## src/logic/ctrl_pkg.sv

```systemverilog
`default_nettype none

package ctrl_pkg;

  typedef enum logic [2:0] {
    IMM_I = 3'd0,
    IMM_S = 3'd1,
    IMM_B = 3'd2,
    IMM_U = 3'd3,
    IMM_J = 3'd4
  } imm_src_t;

  // add for address calc, sub for compares, funct for arithmetic
  typedef enum logic [1:0] {
    ALUOP_ADD   = 2'd0,
    ALUOP_SUB   = 2'd1,
    ALUOP_FUNCT = 2'd2
  } alu_op_t;

  typedef enum logic [3:0] {
    ALU_ADD  = 4'd0,
    ALU_SUB  = 4'd1,
    ALU_SLL  = 4'd2,
    ALU_SLT  = 4'd3,
    ALU_SLTU = 4'd4,
    ALU_XOR  = 4'd5,
    ALU_SRL  = 4'd6,
    ALU_SRA  = 4'd7,
    ALU_OR   = 4'd8,
    ALU_AND  = 4'd9
  } alu_ctrl_t;

  typedef enum logic [1:0] {
    MEM_BYTE = 2'd0,
    MEM_HALF = 2'd1,
    MEM_WORD = 2'd2
  } mem_size_t;

  typedef enum logic [1:0] {
    RES_ALU = 2'd0,
    RES_MEM = 2'd1,
    RES_PC4 = 2'd2,
    RES_IMM = 2'd3
  } result_src_t;

  typedef enum logic [1:0] {
    PC_PLUS4  = 2'd0,
    PC_BRANCH = 2'd1,
    PC_JALR   = 2'd2,
    PC_TRAP   = 2'd3
  } pc_src_t;

  // MEM/WB payload
  typedef struct packed {
    result_src_t result_src;
    logic        reg_write;
  } wb_ctrl_t;

  // EX/MEM payload
  typedef struct packed {
    logic      mem_write;
    logic      mem_req;
    mem_size_t mem_size;
    logic      load_signed;
    wb_ctrl_t  wb;
  } mem_ctrl_t;

  // ID/EX payload, 20 bits
  typedef struct packed {
    alu_ctrl_t  alu_ctrl;
    logic       alu_src;
    logic       imm_plus_src;
    logic       ecall;
    logic [2:0] funct3;
    logic       branch;
    logic       jalr;
    mem_ctrl_t  mem;
  } ex_ctrl_t;

endpackage

`default_nettype wire

```

## src/logic/rv_isa_pkg.sv

```systemverilog
`default_nettype none

package rv_isa_pkg;

  // base opcodes, inst[6:0]
  localparam logic [6:0] OP_LOAD   = 7'b0000011;
  localparam logic [6:0] OP_STORE  = 7'b0100011;
  localparam logic [6:0] OP_OP     = 7'b0110011;
  localparam logic [6:0] OP_OP_IMM = 7'b0010011;
  localparam logic [6:0] OP_BRANCH = 7'b1100011;
  localparam logic [6:0] OP_JAL    = 7'b1101111;
  localparam logic [6:0] OP_JALR   = 7'b1100111;
  localparam logic [6:0] OP_LUI    = 7'b0110111;
  localparam logic [6:0] OP_AUIPC  = 7'b0010111;
  localparam logic [6:0] OP_SYSTEM = 7'b1110011;

  // branch compare kinds
  localparam logic [2:0] F3_BEQ  = 3'b000;
  localparam logic [2:0] F3_BNE  = 3'b001;
  localparam logic [2:0] F3_BLT  = 3'b100;
  localparam logic [2:0] F3_BGE  = 3'b101;
  localparam logic [2:0] F3_BLTU = 3'b110;
  localparam logic [2:0] F3_BGEU = 3'b111;

  // load widths, stores share the low three codes
  localparam logic [2:0] F3_LB  = 3'b000;
  localparam logic [2:0] F3_LH  = 3'b001;
  localparam logic [2:0] F3_LW  = 3'b010;
  localparam logic [2:0] F3_LBU = 3'b100;
  localparam logic [2:0] F3_LHU = 3'b101;

  // system, inst[31:20] with funct3 zero
  localparam logic [11:0] F12_ECALL = 12'h000;
  localparam logic [11:0] F12_MRET  = 12'h302;

endpackage

`default_nettype wire
```

## src/logic/rv_pipe_ctrl.sv

```systemverilog
`timescale 1ns/1ps
`default_nettype none

module rv_pipe_ctrl (
  input  wire logic                clk,
  input  wire logic                i_rst,
  input  wire logic [31:0]         i_d_inst,
  input  wire logic                i_e_zero,
  input  wire logic                i_e_neg,
  input  wire logic                i_e_negu,
  // from hazard unit
  input  wire logic                i_e_flush,
  output ctrl_pkg::imm_src_t       o_d_imm_src,
  output logic                     o_d_jal,
  output logic                     o_d_ecall,
  output logic                     o_d_mret,
  output logic                     o_d_illegal,
  output ctrl_pkg::alu_ctrl_t      o_e_alu_ctrl,
  output logic                     o_e_alu_src,
  output logic                     o_e_imm_plus_src,
  output logic                     o_e_ecall,
  output ctrl_pkg::pc_src_t        o_e_pc_src,
  output ctrl_pkg::result_src_t    o_e_result_src,
  output logic                     o_m_mem_req,
  output logic                     o_m_mem_write,
  output ctrl_pkg::mem_size_t      o_m_mem_size,
  output logic                     o_m_load_signed,
  output ctrl_pkg::result_src_t    o_m_result_src,
  output logic                     o_m_reg_write,
  output ctrl_pkg::result_src_t    o_w_result_src,
  output logic                     o_w_reg_write
);

  import ctrl_pkg::*;

  // instruction fields
  logic [6:0]  d_opcode;
  logic [2:0]  d_funct3;
  logic [11:0] d_funct12;
  logic        d_funct7_b5;

  // decode outputs
  logic        d_reg_write, d_alu_src, d_mem_req, d_mem_write;
  logic        d_load_signed, d_imm_plus_src, d_branch, d_jalr, d_system;
  logic        d_main_illegal, d_sys_illegal;
  alu_op_t     d_alu_op;
  mem_size_t   d_mem_size;
  result_src_t d_result_src;
  alu_ctrl_t   d_alu_ctrl;

  ex_ctrl_t    d_ex, e_ex;
  mem_ctrl_t   m_mem;
  wb_ctrl_t    w_wb;

  assign d_opcode    = i_d_inst[6:0];
  assign d_funct3    = i_d_inst[14:12];
  assign d_funct12   = i_d_inst[31:20];
  assign d_funct7_b5 = i_d_inst[30];

  main_decoder main_decoder_i (
    .i_opcode(d_opcode), .i_funct3(d_funct3),
    .o_reg_write(d_reg_write), .o_alu_src(d_alu_src),
    .o_mem_req(d_mem_req), .o_mem_write(d_mem_write),
    .o_load_signed(d_load_signed), .o_imm_plus_src(d_imm_plus_src),
    .o_branch(d_branch), .o_jal(o_d_jal), .o_jalr(d_jalr),
    .o_system(d_system), .o_imm_src(o_d_imm_src), .o_alu_op(d_alu_op),
    .o_mem_size(d_mem_size), .o_result_src(d_result_src),
    .o_illegal(d_main_illegal)
  );

  alu_decoder alu_decoder_i (
    .i_alu_op(d_alu_op), .i_funct3(d_funct3),
    .i_opcode_b5(d_opcode[5]), .i_funct7_b5(d_funct7_b5),
    .o_alu_ctrl(d_alu_ctrl)
  );

  sys_decoder sys_decoder_i (
    .i_system(d_system), .i_funct3(d_funct3), .i_funct12(d_funct12),
    .o_ecall(o_d_ecall), .o_mret(o_d_mret), .o_illegal(d_sys_illegal)
  );

  assign o_d_illegal = d_main_illegal | d_sys_illegal;

  // illegal instructions enter EX as a bubble, trap logic takes it from D
  always_comb begin
    d_ex.alu_ctrl           = d_alu_ctrl;
    d_ex.alu_src            = d_alu_src;
    d_ex.imm_plus_src       = d_imm_plus_src;
    d_ex.ecall              = o_d_ecall;
    d_ex.funct3             = d_funct3;
    d_ex.branch             = d_branch;
    d_ex.jalr               = d_jalr;
    d_ex.mem.mem_write      = d_mem_write;
    d_ex.mem.mem_req        = d_mem_req;
    d_ex.mem.mem_size       = d_mem_size;
    d_ex.mem.load_signed    = d_load_signed;
    d_ex.mem.wb.result_src  = d_result_src;
    d_ex.mem.wb.reg_write   = d_reg_write;
    if (o_d_illegal) begin
      d_ex = '0;
    end
  end

  stage_reg #(.T(ex_ctrl_t)) id_ex_i (
    .clk(clk), .i_rst(i_rst), .i_clear(i_e_flush), .i_d(d_ex), .o_q(e_ex)
  );

  branch_resolver branch_resolver_i (
    .i_branch(e_ex.branch), .i_jalr(e_ex.jalr), .i_ecall(e_ex.ecall),
    .i_funct3(e_ex.funct3), .i_zero(i_e_zero), .i_neg(i_e_neg),
    .i_negu(i_e_negu), .o_pc_src(o_e_pc_src)
  );

  stage_reg #(.T(mem_ctrl_t)) ex_mem_i (
    .clk(clk), .i_rst(i_rst), .i_clear(1'b0), .i_d(e_ex.mem), .o_q(m_mem)
  );

  stage_reg #(.T(wb_ctrl_t)) mem_wb_i (
    .clk(clk), .i_rst(i_rst), .i_clear(1'b0), .i_d(m_mem.wb), .o_q(w_wb)
  );

  assign o_e_alu_ctrl     = e_ex.alu_ctrl;
  assign o_e_alu_src      = e_ex.alu_src;
  assign o_e_imm_plus_src = e_ex.imm_plus_src;
  assign o_e_ecall        = e_ex.ecall;
  assign o_e_result_src   = e_ex.mem.wb.result_src;

  assign o_m_mem_req      = m_mem.mem_req;
  assign o_m_mem_write    = m_mem.mem_write;
  assign o_m_mem_size     = m_mem.mem_size;
  assign o_m_load_signed  = m_mem.load_signed;
  assign o_m_result_src   = m_mem.wb.result_src;
  assign o_m_reg_write    = m_mem.wb.reg_write;

  assign o_w_result_src   = w_wb.result_src;
  assign o_w_reg_write    = w_wb.reg_write;

endmodule

`default_nettype wire

```

## src/logic/stage_reg.sv

```systemverilog
`timescale 1ns/1ps
`default_nettype none

module stage_reg #(
  parameter type T = logic
) (
  input  wire logic clk,
  input  wire logic i_rst,
  input  wire logic i_clear,
  input  wire T     i_d,
  output T          o_q
);

  // clear turns the stage into a bubble
  always_ff @(posedge clk) begin
    if (i_rst || i_clear) begin
      o_q <= '0;
    end else begin
      o_q <= i_d;
    end
  end

endmodule

`default_nettype wire

```

## src/logic/branch_resolver.sv

```systemverilog
`timescale 1ns/1ps
`default_nettype none

module branch_resolver (
  input  wire logic       i_branch,
  input  wire logic       i_jalr,
  input  wire logic       i_ecall,
  input  wire logic [2:0] i_funct3,
  input  wire logic       i_zero,
  input  wire logic       i_neg,
  input  wire logic       i_negu,
  output ctrl_pkg::pc_src_t o_pc_src
);

  import rv_isa_pkg::*;
  import ctrl_pkg::*;

  logic taken;

  // flags come from rs1 - rs2 in the alu
  always_comb begin
    case (i_funct3)
      F3_BEQ:  taken = i_zero;
      F3_BNE:  taken = ~i_zero;
      F3_BLT:  taken = i_neg;
      F3_BGE:  taken = ~i_neg;
      F3_BLTU: taken = i_negu;
      F3_BGEU: taken = ~i_negu;
      default: taken = 1'b0;
    endcase
  end

  always_comb begin
    if (i_ecall) begin
      o_pc_src = PC_TRAP;
    end else if (i_jalr) begin
      o_pc_src = PC_JALR;
    end else if (i_branch && taken) begin
      o_pc_src = PC_BRANCH;
    end else begin
      o_pc_src = PC_PLUS4;
    end
  end

endmodule

`default_nettype wire

```

## src/logic/sys_decoder.sv

```systemverilog
`timescale 1ns/1ps
`default_nettype none

module sys_decoder (
  input  wire logic        i_system,
  input  wire logic [2:0]  i_funct3,
  input  wire logic [11:0] i_funct12,
  output logic             o_ecall,
  output logic             o_mret,
  output logic             o_illegal
);

  import rv_isa_pkg::*;

  logic priv;

  // privileged group only, csr ops fall through as illegal
  assign priv = i_system & (i_funct3 == 3'b000);

  assign o_ecall   = priv & (i_funct12 == F12_ECALL);
  assign o_mret    = priv & (i_funct12 == F12_MRET);
  assign o_illegal = i_system & ~(o_ecall | o_mret);

endmodule

`default_nettype wire

```

## src/logic/alu_decoder.sv

```systemverilog
`timescale 1ns/1ps
`default_nettype none

module alu_decoder (
  input  wire ctrl_pkg::alu_op_t   i_alu_op,
  input  wire logic [2:0]          i_funct3,
  input  wire logic                i_opcode_b5,
  input  wire logic                i_funct7_b5,
  output ctrl_pkg::alu_ctrl_t      o_alu_ctrl
);

  import ctrl_pkg::*;

  logic is_sub;

  // addi has no sub form, imm bits land in funct7
  assign is_sub = i_opcode_b5 & i_funct7_b5;

  always_comb begin
    case (i_alu_op)
      ALUOP_ADD: o_alu_ctrl = ALU_ADD;
      ALUOP_SUB: o_alu_ctrl = ALU_SUB;
      ALUOP_FUNCT: begin
        case (i_funct3)
          3'b000:  o_alu_ctrl = is_sub ? ALU_SUB : ALU_ADD;
          3'b001:  o_alu_ctrl = ALU_SLL;
          3'b010:  o_alu_ctrl = ALU_SLT;
          3'b011:  o_alu_ctrl = ALU_SLTU;
          3'b100:  o_alu_ctrl = ALU_XOR;
          // srai carries the same bit 30 as sra
          3'b101:  o_alu_ctrl = i_funct7_b5 ? ALU_SRA : ALU_SRL;
          3'b110:  o_alu_ctrl = ALU_OR;
          default: o_alu_ctrl = ALU_AND;
        endcase
      end
      default: o_alu_ctrl = ALU_ADD;
    endcase
  end

endmodule

`default_nettype wire

```

## src/logic/main_decoder.sv

```systemverilog
`timescale 1ns/1ps
`default_nettype none

module main_decoder (
  input  wire logic [6:0]          i_opcode,
  input  wire logic [2:0]          i_funct3,
  output logic                     o_reg_write,
  output logic                     o_alu_src,
  output logic                     o_mem_req,
  output logic                     o_mem_write,
  output logic                     o_load_signed,
  output logic                     o_imm_plus_src,
  output logic                     o_branch,
  output logic                     o_jal,
  output logic                     o_jalr,
  output logic                     o_system,
  output ctrl_pkg::imm_src_t       o_imm_src,
  output ctrl_pkg::alu_op_t        o_alu_op,
  output ctrl_pkg::mem_size_t      o_mem_size,
  output ctrl_pkg::result_src_t    o_result_src,
  output logic                     o_illegal
);

  import rv_isa_pkg::*;
  import ctrl_pkg::*;

  always_comb begin
    // defaults describe a bubble
    o_reg_write    = 1'b0;
    o_alu_src      = 1'b0;
    o_mem_req      = 1'b0;
    o_mem_write    = 1'b0;
    o_load_signed  = 1'b0;
    o_imm_plus_src = 1'b0;
    o_branch       = 1'b0;
    o_jal          = 1'b0;
    o_jalr         = 1'b0;
    o_system       = 1'b0;
    o_imm_src      = IMM_I;
    o_alu_op       = ALUOP_ADD;
    o_mem_size     = MEM_BYTE;
    o_result_src   = RES_ALU;
    o_illegal      = 1'b0;

    case (i_opcode)
      OP_LOAD: begin
        o_alu_src    = 1'b1;
        o_result_src = RES_MEM;
        case (i_funct3)
          F3_LB:  o_mem_size = MEM_BYTE;
          F3_LH:  o_mem_size = MEM_HALF;
          F3_LW:  o_mem_size = MEM_WORD;
          F3_LBU: o_mem_size = MEM_BYTE;
          F3_LHU: o_mem_size = MEM_HALF;
          default: o_illegal = 1'b1;
        endcase
        // only the unsigned forms have funct3[2] set
        o_load_signed = ~i_funct3[2] & ~o_illegal;
        o_mem_req     = ~o_illegal;
        o_reg_write   = ~o_illegal;
      end
      OP_STORE: begin
        o_alu_src = 1'b1;
        o_imm_src = IMM_S;
        case (i_funct3)
          F3_LB:  o_mem_size = MEM_BYTE;
          F3_LH:  o_mem_size = MEM_HALF;
          F3_LW:  o_mem_size = MEM_WORD;
          default: o_illegal = 1'b1;
        endcase
        o_mem_req   = ~o_illegal;
        o_mem_write = ~o_illegal;
      end
      OP_OP: begin
        o_reg_write = 1'b1;
        o_alu_op    = ALUOP_FUNCT;
      end
      OP_OP_IMM: begin
        o_reg_write = 1'b1;
        o_alu_src   = 1'b1;
        o_alu_op    = ALUOP_FUNCT;
      end
      OP_BRANCH: begin
        o_imm_src = IMM_B;
        o_branch  = 1'b1;
        o_alu_op  = ALUOP_SUB;
      end
      OP_JAL: begin
        o_reg_write  = 1'b1;
        o_imm_src    = IMM_J;
        o_jal        = 1'b1;
        o_result_src = RES_PC4;
      end
      OP_JALR: begin
        o_reg_write  = 1'b1;
        o_alu_src    = 1'b1;
        o_jalr       = 1'b1;
        o_result_src = RES_PC4;
      end
      OP_LUI: begin
        o_reg_write  = 1'b1;
        o_imm_src    = IMM_U;
        o_result_src = RES_IMM;
      end
      OP_AUIPC: begin
        // immediate plus pc
        o_reg_write    = 1'b1;
        o_imm_src      = IMM_U;
        o_imm_plus_src = 1'b1;
        o_result_src   = RES_IMM;
      end
      OP_SYSTEM: o_system = 1'b1;
      default:   o_illegal = 1'b1;
    endcase
  end

endmodule

`default_nettype wire

```

## config.mk

```make
export PLATFORM = sky130hd
export DESIGN_NAME = rv_pipe_ctrl
export DESIGN_NICKNAME = d
export VERILOG_FILES = /design/src/logic/ctrl_pkg.sv /design/src/logic/rv_isa_pkg.sv /design/src/logic/rv_pipe_ctrl.sv /design/src/logic/stage_reg.sv /design/src/logic/branch_resolver.sv /design/src/logic/sys_decoder.sv /design/src/logic/alu_decoder.sv /design/src/logic/main_decoder.sv
export SDC_FILE = /design/constraint.sdc
export NUM_CORES = 1
export LEC_CHECK = 0
export ABC_AREA = 1
export BUFFER_PORTS_ARGS = -buffer_cell sky130_fd_sc_hd__buf_2
export CAP_MARGIN = 10
export CORE_ASPECT_RATIO = 1.4
export CORE_MARGIN = 2
export CORE_UTILIZATION = 46
export CTS_BUF_LIST = sky130_fd_sc_hd__clkbuf_16
export DETAILED_ROUTE_END_ITERATION = 8
export GPL_TIMING_DRIVEN = 0
export PLACE_DENSITY = 0.79
export SLEW_MARGIN = 15
export SYNTH_ARGS = -nofsm -noshare
export SYNTH_HDL_FRONTEND = slang
export SYNTH_SLANG_ARGS = --single-unit
```

## constraint.sdc

```tcl
create_clock -name clk -period 2 [get_ports clk]
set_input_delay 0.4 -clock clk [delete_from_list [all_inputs] [get_ports clk]]
set_output_delay 0.4 -clock clk [all_outputs]
set_load 0.005 [all_outputs]
```

==> results of run 1 <==
==> synthesized netlist by cell type <==
cell type / instances / area share
a21oi_1: 5 / 0.017
inv_1: 41 / 0.11
a22oi_1: 1 / 0.0052
nand3_2: 3 / 0.021
xor2_1: 1 / 0.0060
dfxtp_1: 31 / 0.43
nor2_1: 37 / 0.095
and2_1: 1 / 0.0043
nor2_4: 2 / 0.015
ha_1: 2 / 0.017
nor3_1: 4 / 0.014
nand3_1: 7 / 0.024
a31oi_1: 1 / 0.0043
buf_4: 6 / 0.031
clkbuf_1: 1 / 0.0026
inv_2: 3 / 0.0077
nand4_1: 4 / 0.017
nand3_4: 1 / 0.012
buf_6: 1 / 0.0077
o21ai_0: 4 / 0.014
nand2_1: 38 / 0.098
o22ai_1: 1 / 0.0043
nor2_2: 12 / 0.052
==> final timing paths <==
check | startpoint | to | slack (ns) | depth (start not counted)
setup reg to reg | id_ex_i.o_q[0] | ex_mem_i.o_q[0] | 1.48 | 2
hold / removal | i_rst | mem_wb_i.o_q[2] | 0.31 | 2
setup / recovery | i_d_inst[3] | o_d_illegal | 0.1 | 10
hold reg to reg | id_ex_i.o_q[3] | ex_mem_i.o_q[3] | 0.40 | 2
==> what timing repair did <==
action	in CTS	in global routing
setup endpoints to repair	0	2
endpoints found under the hold margin	0	0
resized for setup	0	4
buffers inserted	0	1
==> through the flow <==
step            util  hold WS [ns]
2_1_floorplan      -         0.388
3_3_place_gp   0.583         0.389
3_5_place_dp   0.583         0.392
4_1_cts        0.627         0.310
5_1_grt        0.636         0.328
6_report       0.636         0.310
==> registers in the layout, summed over array words and instances, names as in the netlist <==
register	flops
ex_mem_i.o_q	8
id_ex_i.o_q	20
mem_wb_i.o_q	3
==> routing by layer <==
layer / up-vias / global-route usage
met2: 40 / 0.359
met3: 6 / 0.0274
li1: 740 / -
met5: - / 0
met1: 575 / 0.157
met4: 0 / 0.0877
==> logic make-up (layout without fill, tap and decap cells) <==
logic type	after synthesis	in the layout	share of synthesized area
AND/OR/NAND/NOR	109	109	0.352
buffers and inverters	52	116	0.155
flip-flops	31	31	0.426
AO/OA/AOI/OAI	12	12	0.0446
adder cells (fa/ha/maj)	2	2	0.0172
XOR/XNOR	1	1	0.00601
==> area by class of cell <==
type / instances / area (um^2) / share of cell area
well taps: 39 / 48.8 / 0.0250
clock buffers: 5 / 125 / 0.0642
plain buffers: 8 / 60.1 / 0.0308
inverters: 44 / 165 / 0.0848
multi-input cells: 124 / 632 / 0.324
repair buffers: 57 / 288 / 0.148
clock inverters: 2 / 8.76 / 0.00450
flip-flops and latches: 31 / 621 / 0.319
==> report_power, final <==
part           internal [uW]  switching, uW  total, uW
clock network            444            228        672
registers                620          0.392        621
logic                   40.1           61.9        102
==> impl_metrics.json, run 1 <==
{
  "status": "finished clean",
  "slowest_stage": "nor2_4",
  "worstSetupStartpointType": "input port",
  "fmax_mhz": 526,
  "hold_viol": 0,
  "numPortBuffers": 56,
  "yosysWarnings": 0,
  "met2_length_mm": 1.64,
  "setup_ws_ns": 0.0986,
  "vias_per_cell": 4.39,
  "cp.required_ns": 1.60,
  "synth.yosys.seq_area_share": 0.426,
  "tightest_slew_ns": 0.418,
  "cts-buffers-inserted": 5,
  "netlist_area_mm2": 0.00146,
  "clock_sinks": 31,
  "grt_start_max_net_pins": 11,
  "antenna_cells": 0,
  "cts_buffer_depth": 2,
  "dp_cells": 302,
  "syn_avg_cell_area_um2": 7.04,
  "peakVddDrop_mv": 0.696,
  "grt_pass1_vias": 1243,
  "dp_hpwl_mm": 2.38,
  "path_class": "input port to output port",
  "placed_area_mm2": 0.00179,
  "p_leak_uw": 0.00104,
  "grt.total_usage": 0.177,
  "htree_levels": 2,
  "power_density_mw_per_mm2": 716,
  "critical-path-top-delay-family": "simple AND/OR/NAND/NOR gates",
  "die_area_mm2": 0.00364,
  "pin_count": 67,
  "grt-ovfl-total": 0,
  "dieHeight_um": 70.6,
  "critPathMostFrequentCell": "nand2_1",
  "antenna_found_initial": 0,
  "finalSetupViolCount": 0,
  "drc_errors": 0,
  "drt-pass1-iter-count": 4,
  "drive_above_1_share": 0.347,
  "core_mm2": 0.00306,
  "ys_ff_latch": 31,
  "fin_cells": 310,
  "grt_pass1_wl_mm": 4.82,
  "m1WireLength_mm": 1.10,
  "met3_wirelength_um": 151,
  "end_kind": "output port",
  "cts_hold_buf": 0,
  "initial_core_util": 0.476,
  "timing.critical_path.buf_inv": 3,
  "drt-total-wl_mm": 2.96,
  "syn-num-nets": 247,
  "path_cells": "buf_2 > inv_2 > nand2_1 > nor2_4 > nand2_1 > nor2_2 > nand3_2 > nand3_4 > nand2_1 > buf_2",
  "layout_commonest_cell": "buf_2",
  "fin_crit_sh": 0.951,
  "highest_layer": "met4",
  "synthDistinctLibCells": 23,
  "place_congestion": 0.863,
  "skew_ns": 0.00151,
  "worstHoldPathType": "input port to register",
  "postSynthCellCount": 207,
  "period_needed_ns": 1.90,
  "power_uw": 1390,
  "cts_tree": "done",
  "dp_slack_ns": 0.0154,
  "drt_iter0_drc": 13,
  "maxSlewHeadroom": 0.720,
  "fin_nets": 311,
  "area_growth_pct": 33.6,
  "final.fill_count": 290,
  "clkTransAtPathRegs_ns": 0.05,
  "critPathArrivalTime_ns": 1.50,
  "num_vias": 1361,
  "clk_latency_ns": 0.27,
  "fin_area_mm2": 0.00195,
  "die_w_um": 51.6,
  "root_buffer": "clkbuf_16",
  "ant_nets": 0,
  "row_count": 24,
  "critPathMaxFanout": 6,
  "layout_common_cells": "buf_2 (56), inv_1 (41), nand2_1 (38)",
  "wl_per_cell_um": 9.53,
  "finalSetupTns_ns": 0,
  "max_stage_delay_ns": 0.16,
  "slew_viol_final": 0,
  "cap_viol_max_count": 0
}
Power figures use the tool's default switching activity.
==> run 2, diff against run 1 <==
Settings changed: CELL_PAD_IN_SITES_DETAIL_PLACEMENT set to 1, CELL_PAD_IN_SITES_GLOBAL_PLACEMENT set to 1, CORE_UTILIZATION 46 to 31, PLACE_DENSITY 0.79 to not set, PLACE_DENSITY_LB_ADDON set to 0.1.
==> run 2 against run 1 <==
Against the previous run:
- clock power down 2%
- worst setup slack better by 0.013 ns
- global-route usage down 3.1 points
- clock skew down 0.00073 ns
- final cell count up 7.1%
- highest routed layer unchanged
- combinational power up 6%
- clock-buffer cell count unchanged
==> impl_metrics.json, run 2 (synthesis results as in run 1) <==
{
  "status": "finished clean",
  "grt_start_max_net_pins": 11,
  "cts_buffer_depth": 2,
  "period_needed_ns": 1.89,
  "num_vias": 1421,
  "p_leak_uw": 0.00104,
  "wl_per_cell_um": 9.97,
  "initial_core_util": 0.321,
  "fin_area_mm2": 0.00201,
  "tightest_slew_ns": 0.413,
  "critPathMaxFanout": 6,
  "grt_pass1_wl_mm": 5.71,
  "worstHoldPathType": "input port to register",
  "drt_iter0_drc": 25,
  "layout_commonest_cell": "buf_2",
  "grt-ovfl-total": 0,
  "rsz0062_at_grt": "true",
  "switching_share": 0.207,
  "grt.total_usage": 0.146,
  "placed_area_mm2": 0.00182,
  "slowest_stage": "nor2_4",
  "dp_hpwl_mm": 2.86,
  "largest_register": "id_ex_i.o_q",
  "vias_per_cell": 4.28,
  "clock_sinks": 31,
  "reg2reg_slack_ns": 1.49,
  "switching_power_uw": 287,
  "cts_tree": "done",
  "seqPwrFrac": 0.448,
  "maxSlewHeadroom": 0.724,
  "cts_hold_buf": 0,
  "die_area_mm2": 0.00527,
  "cp.required_ns": 1.60,
  "drt-total-wl_mm": 3.31,
  "power_density_mw_per_mm2": 691,
  "fin_crit_sh": 0.944,
  "top_regs": "id_ex_i.o_q: 20 flops, ex_mem_i.o_q: 8 flops, mem_wb_i.o_q: 3 flops",
  "fmax_mhz": 530,
  "slew_viol_final": 0,
  "power_uw": 1390,
  "row_count": 29,
  "critPathArrivalTime_ns": 1.49,
  "antenna_cells": 0,
  "cts-buffers-inserted": 5,
  "peakVddDrop_mv": 0.278,
  "place_congestion": 0.872,
  "pin_count": 67,
  "clk_latency_ns": 0.27,
  "finalSetupViolCount": 0,
  "final.fill_count": 625,
  "numPortBuffers": 56,
  "worstSetupStartpointType": "input port",
  "finalSetupTns_ns": 0,
  "ant_nets": 0,
  "end_kind": "output port",
  "antenna_found_initial": 0,
  "path_class": "input port to output port",
  "internal-power_uw": 1100,
  "max_stage_delay_ns": 0.17,
  "dieHeight_um": 85.1,
  "clkPwrFrac": 0.474,
  "layout_common_cells": "buf_2 (56), inv_1 (42), nand2_1 (36), nor2_1 (36), dfxtp_1 (31)",
  "cap_viol_max_count": 0,
  "drive_above_1_share": 0.356,
  "holdWs_ns": 0.314,
  "core_mm2": 0.00454,
  "drc_errors": 0,
  "drt-pass1-iter-count": 4,
  "root_buffer": "clkbuf_16",
  "clkTransAtPathRegs_ns": 0.04,
  "grt_pass1_vias": 1379,
  "largest_reg_flops": 20,
  "hold_viol": 0,
  "power_frac_comb": 0.078,
  "area_growth_pct": 37.6,
  "critPathMostFrequentCell": "nand2_1",
  "htree_levels": 2,
  "die_w_um": 62.0,
  "path_cells": "buf_2 > inv_2 > nand2_1 > nor2_4 > nand2_2 > nor2_4 > nand2_1 > nand3_4 > nand2_1 > buf_2",
  "fin_nets": 311,
  "skew_ns": 0.000786
}
[run 2: timing repair]
item	in CTS	in global routing
pin swaps	0	1
resized for setup	2	9
endpoints found under the setup margin	2	2
buffers inserted	0	1
[run 2: per-layer routing]
| metal | vias up | global-route usage | part of all wire |
|---|---|---|---|
| met2 | 43 | 0.274 | 0.57 |
| met5 | - | 0 | 0 |
| met1 | 636 | 0.140 | 0.37 |
| met3 | 4 | 0.0351 | 0.046 |
| li1 | 738 | - | - |
| met4 | 0 | 0.0638 | 0.020 |
[run 2: final cells by class]
cell class                 instances  area, um^2  area share
buffer                             8        60.1      0.0299
clock buffer                       5         125      0.0624
clock inverter                     1        3.75     0.00187
inverter                          44         165      0.0823
multi-input combinational        124         666       0.332
sequential                        31         621       0.309
tap                               62        77.6      0.0387
timing repair buffer              57         288       0.143
[run 2: worst max-delay path: cells and delay by family]
kind                   cells  cell delay (ns)
buffers and inverters      3             0.31
and+or+nand+nor            7             0.77
[run 2: power by group through the flow]
stage          Sequential, uW  Combinational [uW]  Clock [uW]
3_3_place_gp              632                 102           0
3_5_place_dp              632                 103           0
6_report                  621                 108         657
5_1_grt                   620                 125         701
4_1_cts                   620                 105         677
2_1_floorplan             632                52.5           0
[run 2: metrics by stage]
| step | instances | utilization | setup slack (ns) |
|---|---|---|---|
| finish | 332 | 0.442 | 0.112 |
| global placement | 325 | 0.400 | -0.0461 |
| detailed placement | 325 | 0.400 | -0.0594 |
| floorplan | 207 | - | 0.369 |
| CTS | 331 | 0.431 | 0.00635 |
| global route | 332 | 0.442 | -0.0199 |
[run 2: worst paths after layout]
| path | end | cells past startpoint | startpoint |
|---|---|---|---|
| worst max register to register | ex_mem_i.o_q[2] | 2 | id_ex_i.o_q[2] |
| worst min-delay path | mem_wb_i.o_q[2] | 2 | i_rst |
| worst max-delay path | o_d_illegal | 10 | i_d_inst[3] |
| worst min register to register | ex_mem_i.o_q[6] | 2 | id_ex_i.o_q[6] |
